<file path="config.mk">
export PLATFORM = sky130hd
export DESIGN_NAME = victimLfsr
export DESIGN_NICKNAME = d
export VERILOG_FILES = /design/src/verilog/cachePkg.sv /design/src/verilog/victimLfsr.sv
export SDC_FILE = /design/constraint.sdc
export NUM_CORES = 1
export LEC_CHECK = 0
export ABC_AREA = 1
export ABC_CLOCK_PERIOD_IN_PS = 1000
export BUFFER_PORTS_ARGS = -buffer_cell sky130_fd_sc_hd__buf_2
export CAP_MARGIN = 25
export CORE_MARGIN = 5
export CORE_UTILIZATION = 40
export CTS_CLUSTER_SIZE = 20
export DETAILED_ROUTE_END_ITERATION = 12
export MAX_ROUTING_LAYER = met4
export SETUP_SLACK_MARGIN = 0.5
export SYNTH_ARGS = -nofsm -noshare
export SYNTH_HDL_FRONTEND = slang
export SYNTH_SLANG_ARGS = --single-unit
</file>
<file path="constraint.sdc">
create_clock -name clock -period 1 [get_ports clock]
set_clock_uncertainty 0.05 [all_clocks]
set_input_delay 0.25 -clock clock [delete_from_list [all_inputs] [get_ports clock]]
set_output_delay 0.25 -clock clock [all_outputs]
set_load 0.05 [all_outputs]
</file>
<file path="src/verilog/cachePkg.sv">
package cachePkg;

    // byte address on both the cpu and the memory side
    typedef logic [31:0] addrT;

    // address split: tag | set | byte offset
    typedef logic [23:0] tagT;
    typedef logic [3:0]  setT;
    typedef logic [3:0]  offsetT;

    // way number inside a set
    typedef logic [1:0]  wayT;

    // data paths
    typedef logic [63:0]  wordT;
    typedef logic [127:0] lineT;

    // cpu byte mask and per-byte line write enable
    typedef logic [7:0]  maskT;
    typedef logic [15:0] lineMaskT;

    // controller states
    typedef enum logic [2:0] {
        stIdle,
        stLookup,
        stMiss,
        stReplace,
        stRefill
    } cacheStateT;

    // geometry
    localparam int wayCount = 4;
    localparam int setCount = 16;

endpackage
</file>
<file path="src/verilog/victimLfsr.sv">
module victimLfsr #(
    parameter logic [15:0] lfsrSeed = 16'd1
) (
    input  logic          clock,
    input  logic          reset,
    input  logic          saveVictim,
    output cachePkg::wayT victimWay
);
    logic [15:0] lfsr;
    logic        feedback;

    // taps 0, 2, 3, 5
    assign feedback = lfsr[0] ^ lfsr[2] ^ lfsr[3] ^ lfsr[5];

    // right shift, free running
    always_ff @(posedge clock) begin
        if (reset) begin
            lfsr <= lfsrSeed;
        end else begin
            lfsr <= {feedback, lfsr[15:1]};
        end
    end

    // victim held for the whole miss
    always_ff @(posedge clock) begin
        if (reset) begin
            victimWay <= '0;
        end else if (saveVictim) begin
            victimWay <= lfsr[1:0];
        end
    end

endmodule

</file>
Yosys cells after proc, flatten, opt, wreduce, memory -nomap -nowiden
Index checks and enable logic that the tools add are counted.

Add/sub/neg operators: 0. Multipliers: 0. Divide/modulo/power cells: 0. Magnitude comparators: 0. Eq/ne operators: 0. Shift operators: 0. Mux-type cells: 0. Bitwise operators: 3. Reductions and logical operators: 0.

Operators with widths (number): $xor 1x1->1 (3).

Register bits: 18. Latch bits: 0. RAM bits: 0. Bits in read-only memories: 0. Input port bits: 3. Memories: 0.

Depth between registers and ports, before layout
Gate-level depths: netlist of run 1.

Word-level depth: 3. Gate-level depth with buffers: 5. Depth with buffers taken out: 5.

Worst setup path before layout of run 1
Ideal clock, no wire load.

Kind: flip-flop to flip-flop. Start: register, netlist name victimWay[0]. End: register victimWay[0]. Arrival time: 0.832 ns. Path slack: 0.039 ns. Stages on the path, launching flop included: 3. Path buffers: 0. Period minus slack after synthesis: 0.961 ns. Cells stage by stage: dfxtp_1 -> nor2_1 -> a211oi_2.

RTL lines: end signal: assignment (line victimLfsr.sv:29) `victimWay <= lfsr[1:0];`; end: declaration (line victimLfsr.sv:7) `output cachePkg::wayT victimWay`.

Worst setup path after layout of run 1
Start: register victimWay[0]. End: output victimWay[0].

No word-level cell between the ends.

==> metrics.txt, run 1 <==
multi-input logic area=160 sq um; Layout Cells excl Fill=90; Reg area=379 sq um; HP Class=in2reg; count of cell types in the netlist=10; Setup Buffers After CTS=0; port buffer count=4; First-pass DRT Iterations=4; RePlAce Congestion=0.662; Setup Crit Path Kind=reg2out; Vias=378; cell taking the most area after synthesis=dfxtp_1; placed cell count=86; Worst VDD drop=1420 uV; max-cap violations=0; Die Width=48.4 um; first-pass GRT wire length=1450 um; CTS Buf Count=3; setup violators final=2; CP Max Fanout=2; CP max stage cell=dfxtp_4; nets=79; WP depth=1; clock buffer depth=2; Max Fclk=917 MHz; ranking of synthesized cells by area=dfxtp_1 (61%), nor2_1 (10%), nand2_1 (8.9%), inv_1 (7.0%), buf_6 (3.8%); CTS tree=built; final worst-path setup slack=-0.0908 ns; Max Slew Vio Count=0; First DRT Iteration DRCs=7; CP cell instances=buf_8; delay-heaviest family, CP=flip-flops; fin crit share=109%; GR Overflow Total=0; Synthesized Nets=72; worst-skew pair later-pin latency=0.28 ns; worst reg-to-reg path cell count=5; # hold bufs at CTS=0; chip height=48.4 um; RSZ-0062 raised after global routing=true; Cell Area, Synth=589 sq um; failing checks=setup timing; Rel. slew slack=77.2%; H-tree Lvls=1; ant diodes=0; most frequent cells in the layout=nor2_1 (13), nand2_1 (13), dfxtp_2 (9), inv_1 (8); initial antenna violation count=0; CTS sink cnt=18; WP buf/inv=1; share of the synthesized area in the top cell type=61.1%; pwr dens=1760 mW/mm^2; R2R Path Start=lfsr[3]$_SDFF_PP0_; CTS clk-pin slew, worst paths=0.09 ns; Fin Setup TNS=-0.170 ns; sequential area share after synthesis=61.1%; Starting Density=43.7%; Global Route Usage Sum=8.32%; ratio of cells with drive above 1 in the final layout=42.7%; Via density=4.20; vias in the first global route=338; status=finished with violations; Seq cells post-synth=18; CP Capture Type=output port; CP startpoint=victimWay[0]$_SDFFE_PP0P_; Syn Area/Cell=8.54 sq um; root buffer cell=clkbuf_4; Ys Warns=0; FP Rows=13; reg-to-reg slack, setup=0.17 ns; fillers=136; Mapped Cells=69; WL final=807 um; crit path to=victimWay[0]; RR Endpoint=lfsr[15]$_SDFF_PP0_; # IOs=5; DRC=0; Core Box Area=0.00135 sq mm; Final Critical Period=1.09 ns; P&R area growth vs syn=17.2%; post-DP HPWL=561 um; final hold violation count=0; CP Data Required Time=0.70 ns; antenna violation net count after detailed routing=0; worst hold start=saveVictim; Worst Hold Depth=2; full die area=0.00234 sq mm; Worst Tran Pin Value=0.341 ns; CP Launch Type=register; Leak=0.292 nW; WL/cell=8.97 um; Slowest Stage Delay on Critical Path=0.37 ns; largest net degree at the start of global routing=19; Arrival @ worst endpoint=0.79 ns
==> synth_stat cells <==
cell,n
a211oi_2,1
a21oi_2,1
buf_6,2
dfxtp_1,18
inv_1,11
inv_2,4
mux2i_1,1
nand2_1,14
nor2_1,16
or2_1,1
==> what timing repair did <==
item                       4_1_cts  5_1_grt
gates resized for setup          8        9
pin swaps                       16        6
setup endpoints to repair       20       20
==> through the flow <==
step	util (%)	worst slack, ns	area, sq um	hold WS [ns]	total power [mW]
final	51.2	-0.0908	691	0.132	1.21
after global routing	51.2	-0.136	691	0.116	1.28
after CTS	50.3	-0.103	679	0.129	1.23
after detailed placement	46.0	0.120	621	0.348	0.799
after global placement	46.0	0.127	621	0.341	0.797
after floorplan	-	0.274	608	0.284	0.793
==> power by group <==
part           internal [mW]  total [mW]  switching [mW]  leakage [nW]
clock                  0.222       0.424           0.203        0.0210
sequential             0.725       0.732         0.00699         0.151
combinational         0.0212      0.0575          0.0363         0.120
==> worst register-to-register path, cell delays in order (launching register included) <==
cell and delay [ns]:
dfxtp_2 0.34, inv_2 0.07, nand2_1 0.05, nand2_1 0.07, nand2_2 0.06, a21oi_2 0.13
==> registers in the layout, summed over array words and instances, names as in the netlist <==
name,cells
victimWay,2
lfsr,16
==> cell type report <==
class	count	share of cell area (%)
repair buffers	4	5.80
flip-flops and latches	18	54.9
clock buffers	4	5.25
well taps	15	2.72
inverters	15	8.15
multi-input cells	34	23.2
==> layer usage <==
| metal | vias to the layer above | GRT usage (%) | routed length, um |
|---|---|---|---|
| li1 | 206 | - | - |
| met1 | 164 | 9.91 | 392 |
| met2 | 6 | 11.1 | 362 |
| met3 | 2 | 5.50 | 40 |
| met4 | 0 | 2.76 | 11 |
| met5 | - | - | 0 |
==> cell families after synthesis <==
family          count (synthesis)  share of synthesized area (%)
buf+inv                        17                           13.4
flops                          18                           61.1
mux                             1                           1.70
simple gates                   31                           20.2
compound gates                  2                           3.61
==> how the worst min path moves through the flow <==
stage	end	slack, ns
final	victimWay[0]$_SDFFE_PP0P_	0.13
after global routing	victimWay[0]$_SDFFE_PP0P_	0.12
after CTS	victimWay[0]$_SDFFE_PP0P_	0.13
after detailed placement	lfsr[3]$_SDFF_PP0_	0.35
after global placement	lfsr[5]$_SDFF_PP0_	0.34
after floorplan	victimWay[0]$_SDFFE_PP0P_	0.28
Note: power is estimated with default switching activity, not from simulation.
==> run 2, diff against run 1 <==
--- a/config.mk
+++ b/config.mk
@@ -15,6 +15,7 @@
 export DETAILED_ROUTE_END_ITERATION = 12
 export MAX_ROUTING_LAYER = met4
 export SETUP_SLACK_MARGIN = 0.5
+export SKIP_LAST_GASP = 1
 export SYNTH_ARGS = -nofsm -noshare
 export SYNTH_HDL_FRONTEND = slang
 export SYNTH_SLANG_ARGS = --single-unit
==> run 2 against run 1 <==
  * Sequential share of layout area unchanged
  * Worst setup slack better by 0.00050 ns
  * Critical path depth unchanged
  * First-iteration DRC count down 29%
  * The flow still finishes with violations (setup timing)
  * Core utilization unchanged
  * Sequential cell count unchanged
  * Sequential power about the same
==> metrics.txt, run 2 (synthesis gave the netlist of run 1 again) <==
initial antenna violation count=0 (unchanged); HP Class=in2reg; Leak=0.293 nW (about the same); most frequent cells in the layout=nor2_1 (13), nand2_1 (13), dfxtp_2 (9), inv_1 (8); final hold violation count=0 (unchanged); Setup Buffers After CTS=0 (unchanged); most flop-heavy register=lfsr; root buffer cell=clkbuf_4; reg-to-reg slack, setup=0.17 ns (about the same); Vias=377 (-0.26%); # IOs=5 (unchanged); CP max stage cell=dfxtp_4; WL final=811 um (+0.50%); antenna violation net count after detailed routing=0 (unchanged); Final Critical Period=1.09 ns (-0.000500 ns); Via density=4.19 (-0.26%); CP Launch Type=register; FP Rows=13 (unchanged); Psw=0.246 mW (about the same); multi-input logic area=160 sq um (unchanged); port buffer count=4 (unchanged); First-pass DRT Iterations=4 (unchanged); # hold bufs at CTS=0 (unchanged); CP Max Fanout=2 (unchanged); H-tree Lvls=1 (unchanged); nets=79 (unchanged); failing checks=setup timing; Worst VDD drop=1410 uV (-0.13%); WP buf/inv=1 (unchanged); CTS sink cnt=18 (unchanged); RSZ-0062 raised after global routing=true; CTS clk-pin slew, worst paths=0.09 ns (about the same); CTS Buf Count=3 (unchanged); final worst-path setup slack=-0.0903 ns (+0.000500 ns); GR Overflow Total=0 (unchanged); Die Width=48.4 um (unchanged); fin crit share=109% (about the same); Switching Share=20.3% (about the same); Starting Density=43.7% (unchanged); fillers=136 (unchanged); chip height=48.4 um (unchanged); Largest register FFs=16 (unchanged); Clk network pwr share=34.9% (about the same); CTS tree=built; status=finished with violations; full die area=0.00234 sq mm (unchanged); vias in the first global route=338 (unchanged); pre-CTS setup slack=0.120 ns (unchanged); Setup Crit Path Kind=reg2out; worst-skew pair later-pin latency=0.28 ns (about the same); Arrival @ worst endpoint=0.79 ns (about the same); sequential share of power=60.3% (about the same); Fin Setup TNS=-0.170 ns (-0.000150 ns); RePlAce Congestion=0.662 (unchanged); Reg area=379 sq um (unchanged); Total Power=1.21 mW (about the same); post-DP HPWL=561 um (unchanged); first-pass GRT wire length=1450 um (unchanged); WL/cell=9.01 um (+0.50%); DRC=0 (unchanged); pwr dens=1760 mW/mm^2 (about the same); CP Capture Type=output port; Slowest Stage Delay on Critical Path=0.37 ns (about the same); clock buffer depth=2 (unchanged); CP cell instances=buf_8; largest net degree at the start of global routing=19 (unchanged); fin util=51.2% (unchanged); setup violators final=2 (unchanged); top flop regs=lfsr (16), victimWay (2); Global Route Usage Sum=8.32% (unchanged); Worst Tran Pin Value=0.351 ns (+0.00975 ns); Core Box Area=0.00135 sq mm (unchanged); placed cell count=86 (unchanged); cell internal pwr=0.968 mW (about the same); ant diodes=0 (unchanged); CP Data Required Time=0.70 ns (about the same); max-cap violations=0 (unchanged); P&R area growth vs syn=17.2% (unchanged); Max Slew Vio Count=0 (unchanged); Comb power frac=4.8% (about the same); ratio of cells with drive above 1 in the final layout=42.7% (unchanged); First DRT Iteration DRCs=5 (-2); Layout Cells excl Fill=90 (unchanged); delay-heaviest family, CP=flip-flops; Rel. slew slack=76.6% (-0.65 points); Max Fclk=917 MHz (about the same)
run 2: cell type report:
type | count | share of cell area [%]
inverters | 15 | 8.15
well taps | 15 | 2.72
repair buffers | 4 | 5.80
clock buffers | 4 | 5.25
multi-input cells | 34 | 23.2
flip-flops and latches | 18 | 54.9
run 2: layer usage:
layer	track usage [%]	vias to the layer above	share of wire, %
li1	-	206	-
met1	9.91	165	50
met2	11.1	4	44
met3	5.50	2	4.6
met4	2.76	0	1.4
met5	-	-	0
run 2: final timing paths:
kind / startpoint / endpoint / cells past startpoint
worst max-delay path: victimWay[0]$_SDFFE_PP0P_ / victimWay[0] / 1
worst min register to register: lfsr[12]$_SDFF_PP0_ / lfsr[11]$_SDFF_PP0_ / 2
worst max register to register: lfsr[0]$_SDFF_PP1_ / lfsr[15]$_SDFF_PP0_ / 5
worst min-delay path: saveVictim / victimWay[0]$_SDFFE_PP0P_ / 2
run 2: power groups by stage:
stage	Sequential, mW	Combinational, mW	Clock (mW)
after floorplan	0.757	0.0367	0
after global placement	0.746	0.0504	0
after detailed placement	0.747	0.0513	0
after CTS	0.732	0.0568	0.441
after global routing	0.734	0.0627	0.486
final	0.732	0.0579	0.424
run 2: timing repair:
| action | 4_1_cts | 5_1_grt |
|---|---|---|
| gates cloned | 0 | 0 |
| setup endpoints to repair | 20 | 20 |
| gates resized for setup | 8 | 9 |
| pin swaps | 16 | 3 |
run 2: stage by stage:
stage	area, sq um	hold slack (ns)
after floorplan	608	0.284
after global placement	621	0.341
after detailed placement	621	0.348
after CTS	679	0.129
after global routing	691	0.116
final	691	0.133
