[src/verilog/cachePkg.sv]
package cachePkg;

    // byte address on both the cpu and the memory side
    typedef logic [31:0] addrT;

    // address split: tag | set | byte offset
    typedef logic [23:0] tagT;
    typedef logic [3:0]  setT;
    typedef logic [3:0]  offsetT;

    // way number inside a set
    typedef logic [1:0]  wayT;

    // data paths
    typedef logic [63:0]  wordT;
    typedef logic [127:0] lineT;

    // cpu byte mask and per-byte line write enable
    typedef logic [7:0]  maskT;
    typedef logic [15:0] lineMaskT;

    // controller states
    typedef enum logic [2:0] {
        stIdle,
        stLookup,
        stMiss,
        stReplace,
        stRefill
    } cacheStateT;

    // geometry
    localparam int wayCount = 4;
    localparam int setCount = 16;

endpackage
[src/verilog/cacheControl.sv]
module cacheControl (
    input  logic               clock,
    input  logic               reset,
    input  logic               valid,
    input  logic               write,
    input  cachePkg::tagT      reqTag,
    input  cachePkg::setT      set,
    input  cachePkg::offsetT   offset,
    input  cachePkg::wordT     wdata,
    input  cachePkg::maskT     wmask,
    input  logic               hit,
    input  cachePkg::wayT      hitWay,
    input  cachePkg::wayT      victimWay,
    input  cachePkg::tagT      victimTag,
    input  logic               victimDirty,
    input  cachePkg::lineT     readLine,
    output logic               dataOk,
    output logic               saveVictim,
    output cachePkg::wayT      lineWay,
    output logic               tagWrite,
    output logic               validSet,
    output logic               dirtyWrite,
    output logic               dirtyValue,
    output logic               dataWrite,
    output cachePkg::lineT     writeLine,
    output cachePkg::lineMaskT byteEnable,
    output logic               arValid,
    input  logic               arReady,
    output cachePkg::addrT     arAddr,
    input  logic               rValid,
    input  logic               rLast,
    input  cachePkg::wordT     rData,
    output logic               rReady,
    output logic               awValid,
    input  logic               awReady,
    output cachePkg::addrT     awAddr,
    output logic               wValid,
    input  logic               wReady,
    output cachePkg::wordT     wData,
    output logic               wLast
);
    import cachePkg::*;

    cacheStateT state;
    cacheStateT nextState;
    logic       beat;
    logic       inLookup;
    logic       inMiss;
    logic       inReplace;
    logic       inRefill;
    logic       writeHit;
    logic       arFire;
    logic       rFire;
    logic       awFire;
    logic       wFire;
    logic [6:0] bitShift;

    assign inLookup  = (state == stLookup);
    assign inMiss    = (state == stMiss);
    assign inReplace = (state == stReplace);
    assign inRefill  = (state == stRefill);

    // handshakes
    assign arFire = arValid && arReady;
    assign rFire  = rValid && rReady;
    assign awFire = awValid && awReady;
    assign wFire  = wValid && wReady;

    always_ff @(posedge clock) begin
        if (reset) begin
            state <= stIdle;
        end else begin
            state <= nextState;
        end
    end

    always_comb begin
        nextState = state;
        case (state)
            stIdle: begin
                if (valid) begin
                    nextState = stLookup;
                end
            end
            stLookup: begin
                nextState = hit ? stIdle : stMiss;
            end
            stMiss: begin
                // dirty victim goes out first, then the refill
                if (victimDirty && awFire) begin
                    nextState = stReplace;
                end else if (!victimDirty && arFire) begin
                    nextState = stRefill;
                end
            end
            stReplace: begin
                if (wFire && wLast) begin
                    nextState = stMiss;
                end
            end
            stRefill: begin
                // back to lookup, which now hits
                if (rFire && rLast) begin
                    nextState = stLookup;
                end
            end
            default: begin
                nextState = stIdle;
            end
        endcase
    end

    // burst beat, cleared after the last beat
    always_ff @(posedge clock) begin
        if (reset) begin
            beat <= 1'b0;
        end else if (wFire) begin
            beat <= !wLast;
        end else if (rFire) begin
            beat <= !rLast;
        end
    end

    // cpu side
    assign dataOk     = inLookup && hit;
    assign writeHit   = inLookup && hit && write;
    assign saveVictim = inLookup && !hit;
    // hit way until the miss is taken, victim way afterwards
    assign lineWay    = (state == stIdle || inLookup) ? hitWay : victimWay;

    // byte offset in bits
    assign bitShift = {offset, 3'b000};

    // line write data, refill beat or shifted cpu word
    always_comb begin
        if (inRefill) begin
            writeLine  = beat ? {rData, 64'b0} : {64'b0, rData};
            byteEnable = beat ? 16'hff00 : 16'h00ff;
        end else begin
            writeLine  = {64'b0, wdata} << bitShift;
            byteEnable = {8'b0, wmask} << offset;
        end
    end

    assign dataWrite  = writeHit || rFire;
    // tag goes in with the first beat
    assign tagWrite   = rFire && !beat;
    assign validSet   = rFire && rLast;
    // set on a write hit, cleared by refill end or write-back end
    assign dirtyWrite = writeHit || (rFire && rLast) || (wFire && wLast);
    assign dirtyValue = writeHit;

    // read burst for the missing line
    assign arValid = inMiss && !victimDirty;
    assign arAddr  = {reqTag, set, 4'b0000};
    assign rReady  = inRefill;

    // write-back burst of the victim line
    assign awValid = inMiss && victimDirty;
    assign awAddr  = {victimTag, set, 4'b0000};
    assign wValid  = inReplace;
    assign wData   = beat ? readLine[127:64] : readLine[63:0];
    assign wLast   = inReplace && beat;

endmodule

[config.mk]
export PLATFORM = sky130hd
export DESIGN_NAME = cacheControl
export DESIGN_NICKNAME = d
export VERILOG_FILES = /design/src/verilog/cachePkg.sv /design/src/verilog/cacheControl.sv
export SDC_FILE = /design/constraint.sdc
export NUM_CORES = 1
export LEC_CHECK = 0
export ABC_AREA = 1
export BUFFER_PORTS_ARGS = -buffer_cell sky130_fd_sc_hd__clkbuf_2
export CORE_AREA = 2 2 242 244
export DETAILED_ROUTE_END_ITERATION = 12
export DIE_AREA = 0 0 244 246
export GPL_TIMING_DRIVEN = 0
export PLACE_DENSITY = 0.41
export SLEW_MARGIN = 0
export SYNTH_ARGS = -nofsm -noshare
export SYNTH_HDL_FRONTEND = slang
export SYNTH_SLANG_ARGS = --single-unit
[constraint.sdc]
create_clock -name clock -period 2 [get_ports clock]
set_input_delay 0.3 -clock clock [delete_from_list [all_inputs] [get_ports clock]]
set_output_delay 0.3 -clock clock [all_outputs]
set_load 0.02 [all_outputs]
==> Word-level counts from Yosys, hierarchy flattened <==
Cells that the tools add are included.
{ "totals": {"regBits": 4, "in_bits": 335, "out_inout_bits": 286} }
{ "op_classes": {"n_eq_ne": 8, "shifts": 2, "mux": 15, "n_reduce_logical": 27} }
{ "ops": {"columns": ["cell", "n"], "rows": [
  ["two-way mux 128 bit", 2],
  ["left shift 64 x 7 -> 128 bit", 1],
  ["two-way mux 64 bit", 1],
  ["two-way mux 16 bit", 2],
  ["left shift 8 x 4 -> 16 bit", 1],
  ["logical AND 1 bit", 15],
  ["two-way mux 3 bit", 5],
  ["case mux 3 bit (5 select lines)", 1],
  ["equality test 3 x 2 -> 1 bit (second input constant)", 2],
  ["zero test 1 bit", 5],
  ["logical OR 1 bit", 4],
  ["two-way mux 2 bit", 2],
  ["!= test 2 bit (second input constant)", 2],
  ["AND reduction 4 bit", 1],
  ["equality test 3 x 1 -> 1 bit (second input constant)", 1],
  ["equality test 3 bit (second input constant)", 1],
  ["zero test 3 bit", 1],
  ["!= test 3 x 1 -> 1 bit (second input constant)", 1],
  ["two-way mux 1 bit", 2],
  ["!= test 2 x 1 -> 1 bit (second input constant)", 1],
  ["nonzero test 2 bit", 1]
]} }

==> Longest topological paths before layout <==
Gate-level depths: netlist of run 1.
{ "depth": {"depth_word": 7, "depth_mapped": 11, "depth_no_buf": 9} }

==> Worst setup path after synthesis of run 1 <==
OpenSTA, ideal clock, no wires.
{ "synth_path": {"kind": "register to output", "start": "register state[2]", "end": "output port dataWrite", "arrival_time_ps": 1603, "required_ps": 1700, "path_slack_ps": 97, "stages_incl_launch_ff": 6, "path_cell_list": "dfxtp_1 nor2_1 inv_1 nor3_1 nand2_1 o21ai_0"} }
{ "synth_via": {"elab_chain_cells": 4} }
{ "synth_rtl": {"columns": ["element", "line_no", "source"], "rows": [
  ["start: declaration", "cacheControl.sv:44", "cacheStateT state;"],
  ["start signal: assignment", "cacheControl.sv:71", "state <= stIdle;"],
  ["start signal: assignment", "cacheControl.sv:73", "state <= nextState;"],
  ["equality test 3 x 1 -> 1 bit", "cacheControl.sv:58", "assign inLookup = (state == stLookup);"],
  ["logical AND 1 bit", null, null],
  ["named net dataOk", "cacheControl.sv:17", "output logic dataOk,"],
  ["logical AND 1 bit", "cacheControl.sv:126", "assign writeHit = inLookup && hit && write;"],
  ["logical OR 1 bit", "cacheControl.sv:145", "assign dataWrite = writeHit || rFire;"],
  ["end: declaration", "cacheControl.sv:24", "output logic dataWrite,"]
]} }
The timed path passes the listed nets, and every way through them passes these cells.

==> Final worst setup path of run 1 <==
{ "layout_path": {"start": "register state[0]", "end": "output port writeLine[101]"} }
{ "layout_via": {"elab_chain_cells": 2} }
{ "layout_rtl": {"columns": ["element", "line_no", "source"], "rows": [
  ["equality test 3 bit", "cacheControl.sv:61", "assign inRefill = (state == stRefill);"],
  ["two-way mux 128 bit", "cacheControl.sv:136", "if (inRefill) begin"],
  ["end: declaration", "cacheControl.sv:25", "output cachePkg::lineT writeLine,"]
]} }
Every way passes these cells.

==> results of run 1 <==
[synth_stat cells (7+ instances only)]
cell,instances
o21ai_1,61
o21ai_0,74
clkbuf_1,18
nand2_1,742
a21oi_1,28
inv_2,9
buf_6,8
buf_4,76
a22oi_1,11
nand3_1,95
buf_2,57
inv_1,53
a22o_1,7
o211ai_1,22
nor2_1,69
[cells by family after synthesis]
| kind of cell | after synthesis | share of synthesized area [%] |
|---|---|---|
| buf+inv | 225 | 19.9 |
| mux | 3 | 0.474 |
| other cells | 1 | 0.0592 |
| compound gates | 221 | 19.9 |
| simple gates | 932 | 58.4 |
| flops | 4 | 1.26 |
[cell type report]
type,count,area [um2]
diodes,3,7.51
plain buffers,163,1620
clock buffers,3,75.1
fillers,6832,44700
inverters,62,308
multi-input cells,1164,5770
flip-flops and latches,4,88.8
well taps,765,957
repair buffers,587,3840
repair inverters,2,17.5
[flip-flops by register name, summed over array words and instances, names as in the netlist]
signal	flops
state	3
beat	1
[power by group]
part           leakage [nW]  switching (mW)  internal (mW)
Combinational          6.86            3.17           1.75
Clock                0.0370          0.0558          0.255
Sequential           0.0345          0.0249          0.115
[per-stage QoR]
stage | std cells | power [mW] | instance area [um2] | setup WS [ps]
2_1_floorplan | 1393 | 2.32 | 6360 | 97.1
3_3_place_gp | 2717 | 4.24 | 10100 | -630
3_5_place_dp | 2717 | 4.22 | 10100 | -631
4_1_cts | 2733 | 5.11 | 11700 | -83.4
5_1_grt | 2750 | 5.69 | 12700 | -126
6_report | 2753 | 5.37 | 12700 | -89.4
[what timing repair did]
item                       4_1_cts  5_1_grt
pin swaps                       28       27
setup endpoints to repair      212      162
resized for setup              443      315
setup buffers                   10        9
cloned                           3        8
[worst max-delay path by stage]
stage | cells after the start | to | startpoint | slack (ps)
2_1_floorplan | 5 | dataWrite | state[2] | 100
3_3_place_gp | 7 | writeLine[70] | offset[3] | -630
3_5_place_dp | 7 | writeLine[70] | offset[3] | -630
4_1_cts | 8 | writeLine[7] | state[1] | -80
5_1_grt | 7 | writeLine[2] | state[0] | -130
6_report | 9 | writeLine[101] | state[0] | -90
[critical path, cell delays in order, from the launching register on]
cell       delay (ps)
dfxtp_4           350
nor2_4             50
nand2_8           160
inv_8              60
nand2_8           140
clkinv_16         110
clkbuf_16         200
a32oi_4           220
nand2_1            90
buf_6             140
[per-layer routing]
| metal | global-route usage (%) | up-vias |
|---|---|---|
| li1 | - | 5579 |
| met1 | 23.8 | 5558 |
| met2 | 39.8 | 699 |
| met3 | 4.65 | 107 |
| met4 | 6.64 | 10 |
| met5 | 0 | - |
==> impl_metrics.env, run 1 <==
export IMPL_rr_worst_depth=8
export IMPL_avgSynthCellArea_um2=4.57
export IMPL_core_um2=57400
export IMPL_hold_buffers=0
export IMPL_cts_tree="built"
export IMPL_crit_arrival_ps=1790
export IMPL_clock_latency_ps=220
export IMPL_numCtsBuffers=3
export IMPL_rr_endpoint="state[1]"
export IMPL_critPathRequiredTime_ps=1700
export IMPL_dp_hpwl_um=58400
export IMPL_overflow=0
export IMPL_ys_seq_area_share_pct=1.26
export IMPL_cts_root_buf="clkbuf_16"
export IMPL_synth_main_ff_cell="dfxtp_1"
export IMPL_synth_area_um2=6330
export IMPL_synth_edf_count=0
export IMPL_ir_drop_mv=0.274
export IMPL_grt_max_degree=11
export IMPL_wl_met1_um=24500
export IMPL_fin_nets=2322
export IMPL_rsz0062_at_grt="yes"
export IMPL_rows=88
export IMPL_synth_area_leaders="nand2_1 (44%), buf_4 (9.0%), nand3_1 (7.5%), o21ai_0 (5.8%), o21ai_1 (4.8%)"
export IMPL_outcome="finished, violations left"
export IMPL_worst_pin_slew_ps=732
export IMPL_final_cell_mix="nand2_1 (669), clkbuf_2 (444), buf_4 (138), nand3_1 (89), nand2_2 (71)"
export IMPL_max_freq_ghz=0.479
export IMPL_holdPathStages=2
export IMPL_netlist_area_leader_share_pct=44.0
export IMPL_hold_path_class="in2reg"
export IMPL_place_congestion=0.994
export IMPL_routed_wirelength_um=68700
export IMPL_die_w_um=244
export IMPL_final_max_slew_viol_count=0
export IMPL_cp_start_kind="flip-flop"
export IMPL_start_util_pct=11.0
export IMPL_antenna_found_initial=8
export IMPL_final_common_cell="nand2_1"
export IMPL_clk_pin_slew_ps=30
export IMPL_grt_pass1_vias=11500
export IMPL_finalSetupViolCount=77
export IMPL_die_height_um=246
export IMPL_ctsLongestPathBuffers=2
export IMPL_max_slew_margin_rel_pct=51.2
export IMPL_violations="setup timing"
export IMPL_hold_path_end="state[0]"
export IMPL_hold_ws_ps=283
export IMPL_drive_above_1_share_pct=48.0
export IMPL_avgRoutedWirePerCell_um=24.9
export IMPL_pin_count=621
export IMPL_cap_violations=0
export IMPL_clkSinkCount=4
export IMPL_synth_area_leader_cell="nand2_1"
export IMPL_hp_start="reset"
export IMPL_grt_pass1_wl_um=89900
export IMPL_rrSetupSlack_ps=550
export IMPL_portBuffers=559
export IMPL_area_delta_synth_final_pct=100
export IMPL_p_leak_nw=6.94
export IMPL_finalHoldViolations=0
export IMPL_antenna_left=0
export IMPL_cellPowerDensity_nw_per_um2=423
export IMPL_final_core_util_pct=22.1
export IMPL_reg2reg_from="state[0]"
export IMPL_setup_tns_ps=-1980
export IMPL_dieArea_um2=60000
export IMPL_critPathCaptureType="output pin"
export IMPL_top_layer="met5"
export IMPL_ys_seq_elements=4
export IMPL_finalCritPeriodShare_pct=104
export IMPL_met2_length_um=35100
export IMPL_via_count=12000
export IMPL_htree_num_levels=1
export IMPL_drtIter0Drc=948
export IMPL_drt_pass1_iterations=5
export IMPL_synth_warnings=0
export IMPL_ys_async_sr_fraction_pct=0
export IMPL_synth_cell_type_count=36
export IMPL_finalWorstPathRequiredPeriod_ps=2090
export IMPL_vias_per_cell=4.34
export IMPL_fin_skew_ps=0.242
export IMPL_synth_cells=1386
export IMPL_cp_max_fo=9
export IMPL_worst_slack_ps=-89.4
export IMPL_met3_length_um=6320
export IMPL_track_usage_pct=21.3
export IMPL_critPathKind="reg2out"
export IMPL_drc_errors=0
No activity file was read; power rests on OpenSTA's default activity.
==> run 2: changes to the inputs <==
SKIP_LAST_GASP = 1   (was unset)
==> run 2 against run 1 <==
Against the previous run:
- the run still ends with setup timing left
- routed wire length is 1.1% higher
- cell count is 0.29% higher
- critical path depth stayed put
- clock skew hardly changed
- register-to-register slack hardly changed
- die area stayed put
- clock power hardly changed
- sequential share of layout area hardly changed
- non-clock buffer count is 6 higher
- global-route usage hardly changed
==> impl_metrics.env, run 2 (same netlist as run 1, synthesis figures left out) <==
export IMPL_hold_path_class="in2reg"
export IMPL_antenna_found_initial=8
export IMPL_multiInputGateArea_um2=5900
export IMPL_portBuffers=559
export IMPL_worst_pin_slew_ps=763
export IMPL_slowest_stage="dfxtp_4"
export IMPL_cp_start_kind="flip-flop"
export IMPL_track_usage_pct=21.3
export IMPL_worst_slack_ps=-82.6
export IMPL_largest_reg_flops=3
export IMPL_critPathRequiredTime_ps=1700
export IMPL_hold_ws_ps=283
export IMPL_cts_tree="built"
export IMPL_grt_max_degree=11
export IMPL_rows=88
export IMPL_critPathMaxStageDelay_ps=350
export IMPL_rsz0062_at_grt="yes"
export IMPL_max_freq_ghz=0.480
export IMPL_seqPwrFrac_pct=2.6
export IMPL_finalHoldViolations=0
export IMPL_drtIter0Drc=955
export IMPL_ctsLongestPathBuffers=2
export IMPL_grt_pass1_vias=11500
export IMPL_p_comb_share_pct=91.7
export IMPL_cp_max_fo=9
export IMPL_final_core_util_pct=22.6
export IMPL_max_slew_margin_rel_pct=49.1
export IMPL_antenna_left=0
export IMPL_clkSinkCount=4
export IMPL_grt_pass1_wl_um=90000
export IMPL_drt_pass1_iterations=9
export IMPL_crit_family="buffers and inverters"
export IMPL_holdPathStages=2
export IMPL_critPathKind="reg2out"
export IMPL_overflow=0
export IMPL_pin_count=621
export IMPL_cap_violations=0
export IMPL_critical_path_depth=9
export IMPL_cellPowerDensity_nw_per_um2=421
export IMPL_numCtsBuffers=3
export IMPL_die_w_um=244
export IMPL_routed_wirelength_um=69400
export IMPL_core_um2=57400
export IMPL_drive_above_1_share_pct=47.9
export IMPL_outcome="finished, violations left"
export IMPL_fill_cells=6796
export IMPL_switching_share_pct=60.3
export IMPL_finalInstanceArea_um2=13000
export IMPL_dp_hpwl_um=58400
export IMPL_htree_num_levels=1
export IMPL_drc_errors=0
export IMPL_fin_nets=2328
export IMPL_internal_power_mw=2.17
export IMPL_finalCritPeriodShare_pct=104
export IMPL_final_cell_mix="nand2_1 (676), clkbuf_2 (425), buf_4 (154), nand3_1 (87), buf_6 (59)"
export IMPL_largestRegisters="state: 3 flops, beat: 1 flops"
export IMPL_rr_worst_depth=8
export IMPL_p_clk_share_pct=5.7
export IMPL_finalSetupViolCount=89
export IMPL_place_area_um2=10100
export IMPL_switchingPower_mw=3.29
export IMPL_clk_pin_slew_ps=30
export IMPL_fin_skew_ps=0.242
export IMPL_cts_root_buf="clkbuf_16"
export IMPL_start_util_pct=11.0
export IMPL_p_leak_nw=7.10
export IMPL_place_congestion=0.994
export IMPL_final_max_slew_viol_count=0
export IMPL_avgRoutedWirePerCell_um=25.1
export IMPL_violations="setup timing"
export IMPL_ir_drop_mv=0.274
export IMPL_die_height_um=246
export IMPL_area_delta_synth_final_pct=105
export IMPL_clock_latency_ps=220
export IMPL_hold_buffers=0
export IMPL_register_area_um2=88.8
export IMPL_dieArea_um2=60000
export IMPL_vias_per_cell=4.39
export IMPL_via_count=12100
export IMPL_path_cells="nor2_4 > nand2_8 > inv_8 > nand2_8 > clkinv_16 > clkbuf_16 > a32oi_4 > nand2_1 > buf_2"
export IMPL_critPathBufInv=4
export IMPL_cpMostUsedCell="nand2_8"
export IMPL_finalWorstPathRequiredPeriod_ps=2080
export IMPL_crit_arrival_ps=1780
export IMPL_critPathCaptureType="output pin"
export IMPL_top_register="state"
export IMPL_final_common_cell="nand2_1"
run 2: cell count changes in the layout (fill, tap and decap cells not counted), sizes merged:
cell / change
diode: +2
buf: +23
clkbuf: -17
run 2: power groups by stage:
stage / registers [mW] / logic [mW] / clock network (mW)
floorplan: 0.129 / 2.19 / 0
global placement: 0.140 / 4.10 / 0
detailed placement: 0.139 / 4.09 / 0
CTS: 0.139 / 4.62 / 0.314
global route: 0.144 / 5.32 / 0.323
finish: 0.140 / 5.01 / 0.311
run 2: repair_timing:
item / 4_1_cts / 5_1_grt
setup endpoints to repair: 212 / 169
pin swaps: 26 / 41
resized for setup: 409 / 408
buffers inserted: 10 / 10
gates cloned: 3 / 13
run 2: worst paths after layout:
kind | start | endpoint | slack [ps]
hold reg to reg | state[1] | state[0] | 660
hold / removal | reset | state[0] | 280
setup / recovery | state[0] | writeLine[101] | -80
setup reg to reg | state[0] | state[1] | 550
run 2: metal layers:
| layer | vias up | part of all wire [%] | track usage (%) |
|---|---|---|---|
| li1 | 5599 | - | - |
| met1 | 5627 | 36 | 23.9 |
| met2 | 781 | 51 | 39.8 |
| met3 | 103 | 9.2 | 4.49 |
| met4 | 10 | 3.9 | 6.49 |
| met5 | - | 0.084 | 0 |
run 2: worst reg2reg max path, cell delays in order (launching register included):
cell and delay, ps:
dfxtp_4 340, nor2_4 180, nand2_8 140, buf_4 190
a21oi_1 240, nor2_1 90, nand3_1 80, nor2_1 50
nor2_1 70
run 2: metrics by stage:
stage	std cells	power, mW	setup TNS, ps	setup WS [ps]
2_1_floorplan	1393	2.32	0	97.1
3_3_place_gp	2717	4.24	-41060	-630
3_5_place_dp	2717	4.22	-40850	-631
4_1_cts	2733	5.07	-1460	-83.4
5_1_grt	2756	5.78	-9440	-124
6_report	2761	5.46	-2180	-82.6
run 2: layout make-up:
class / count / share of cell area [%]
multi-input cells: 1164 / 45.5
repair buffers: 593 / 30.6
plain buffers: 163 / 12.6
well taps: 765 / 7.38
inverters: 62 / 2.39
flip-flops and latches: 4 / 0.685
clock buffers: 3 / 0.579
repair inverters: 2 / 0.135
diodes: 5 / 0.0965
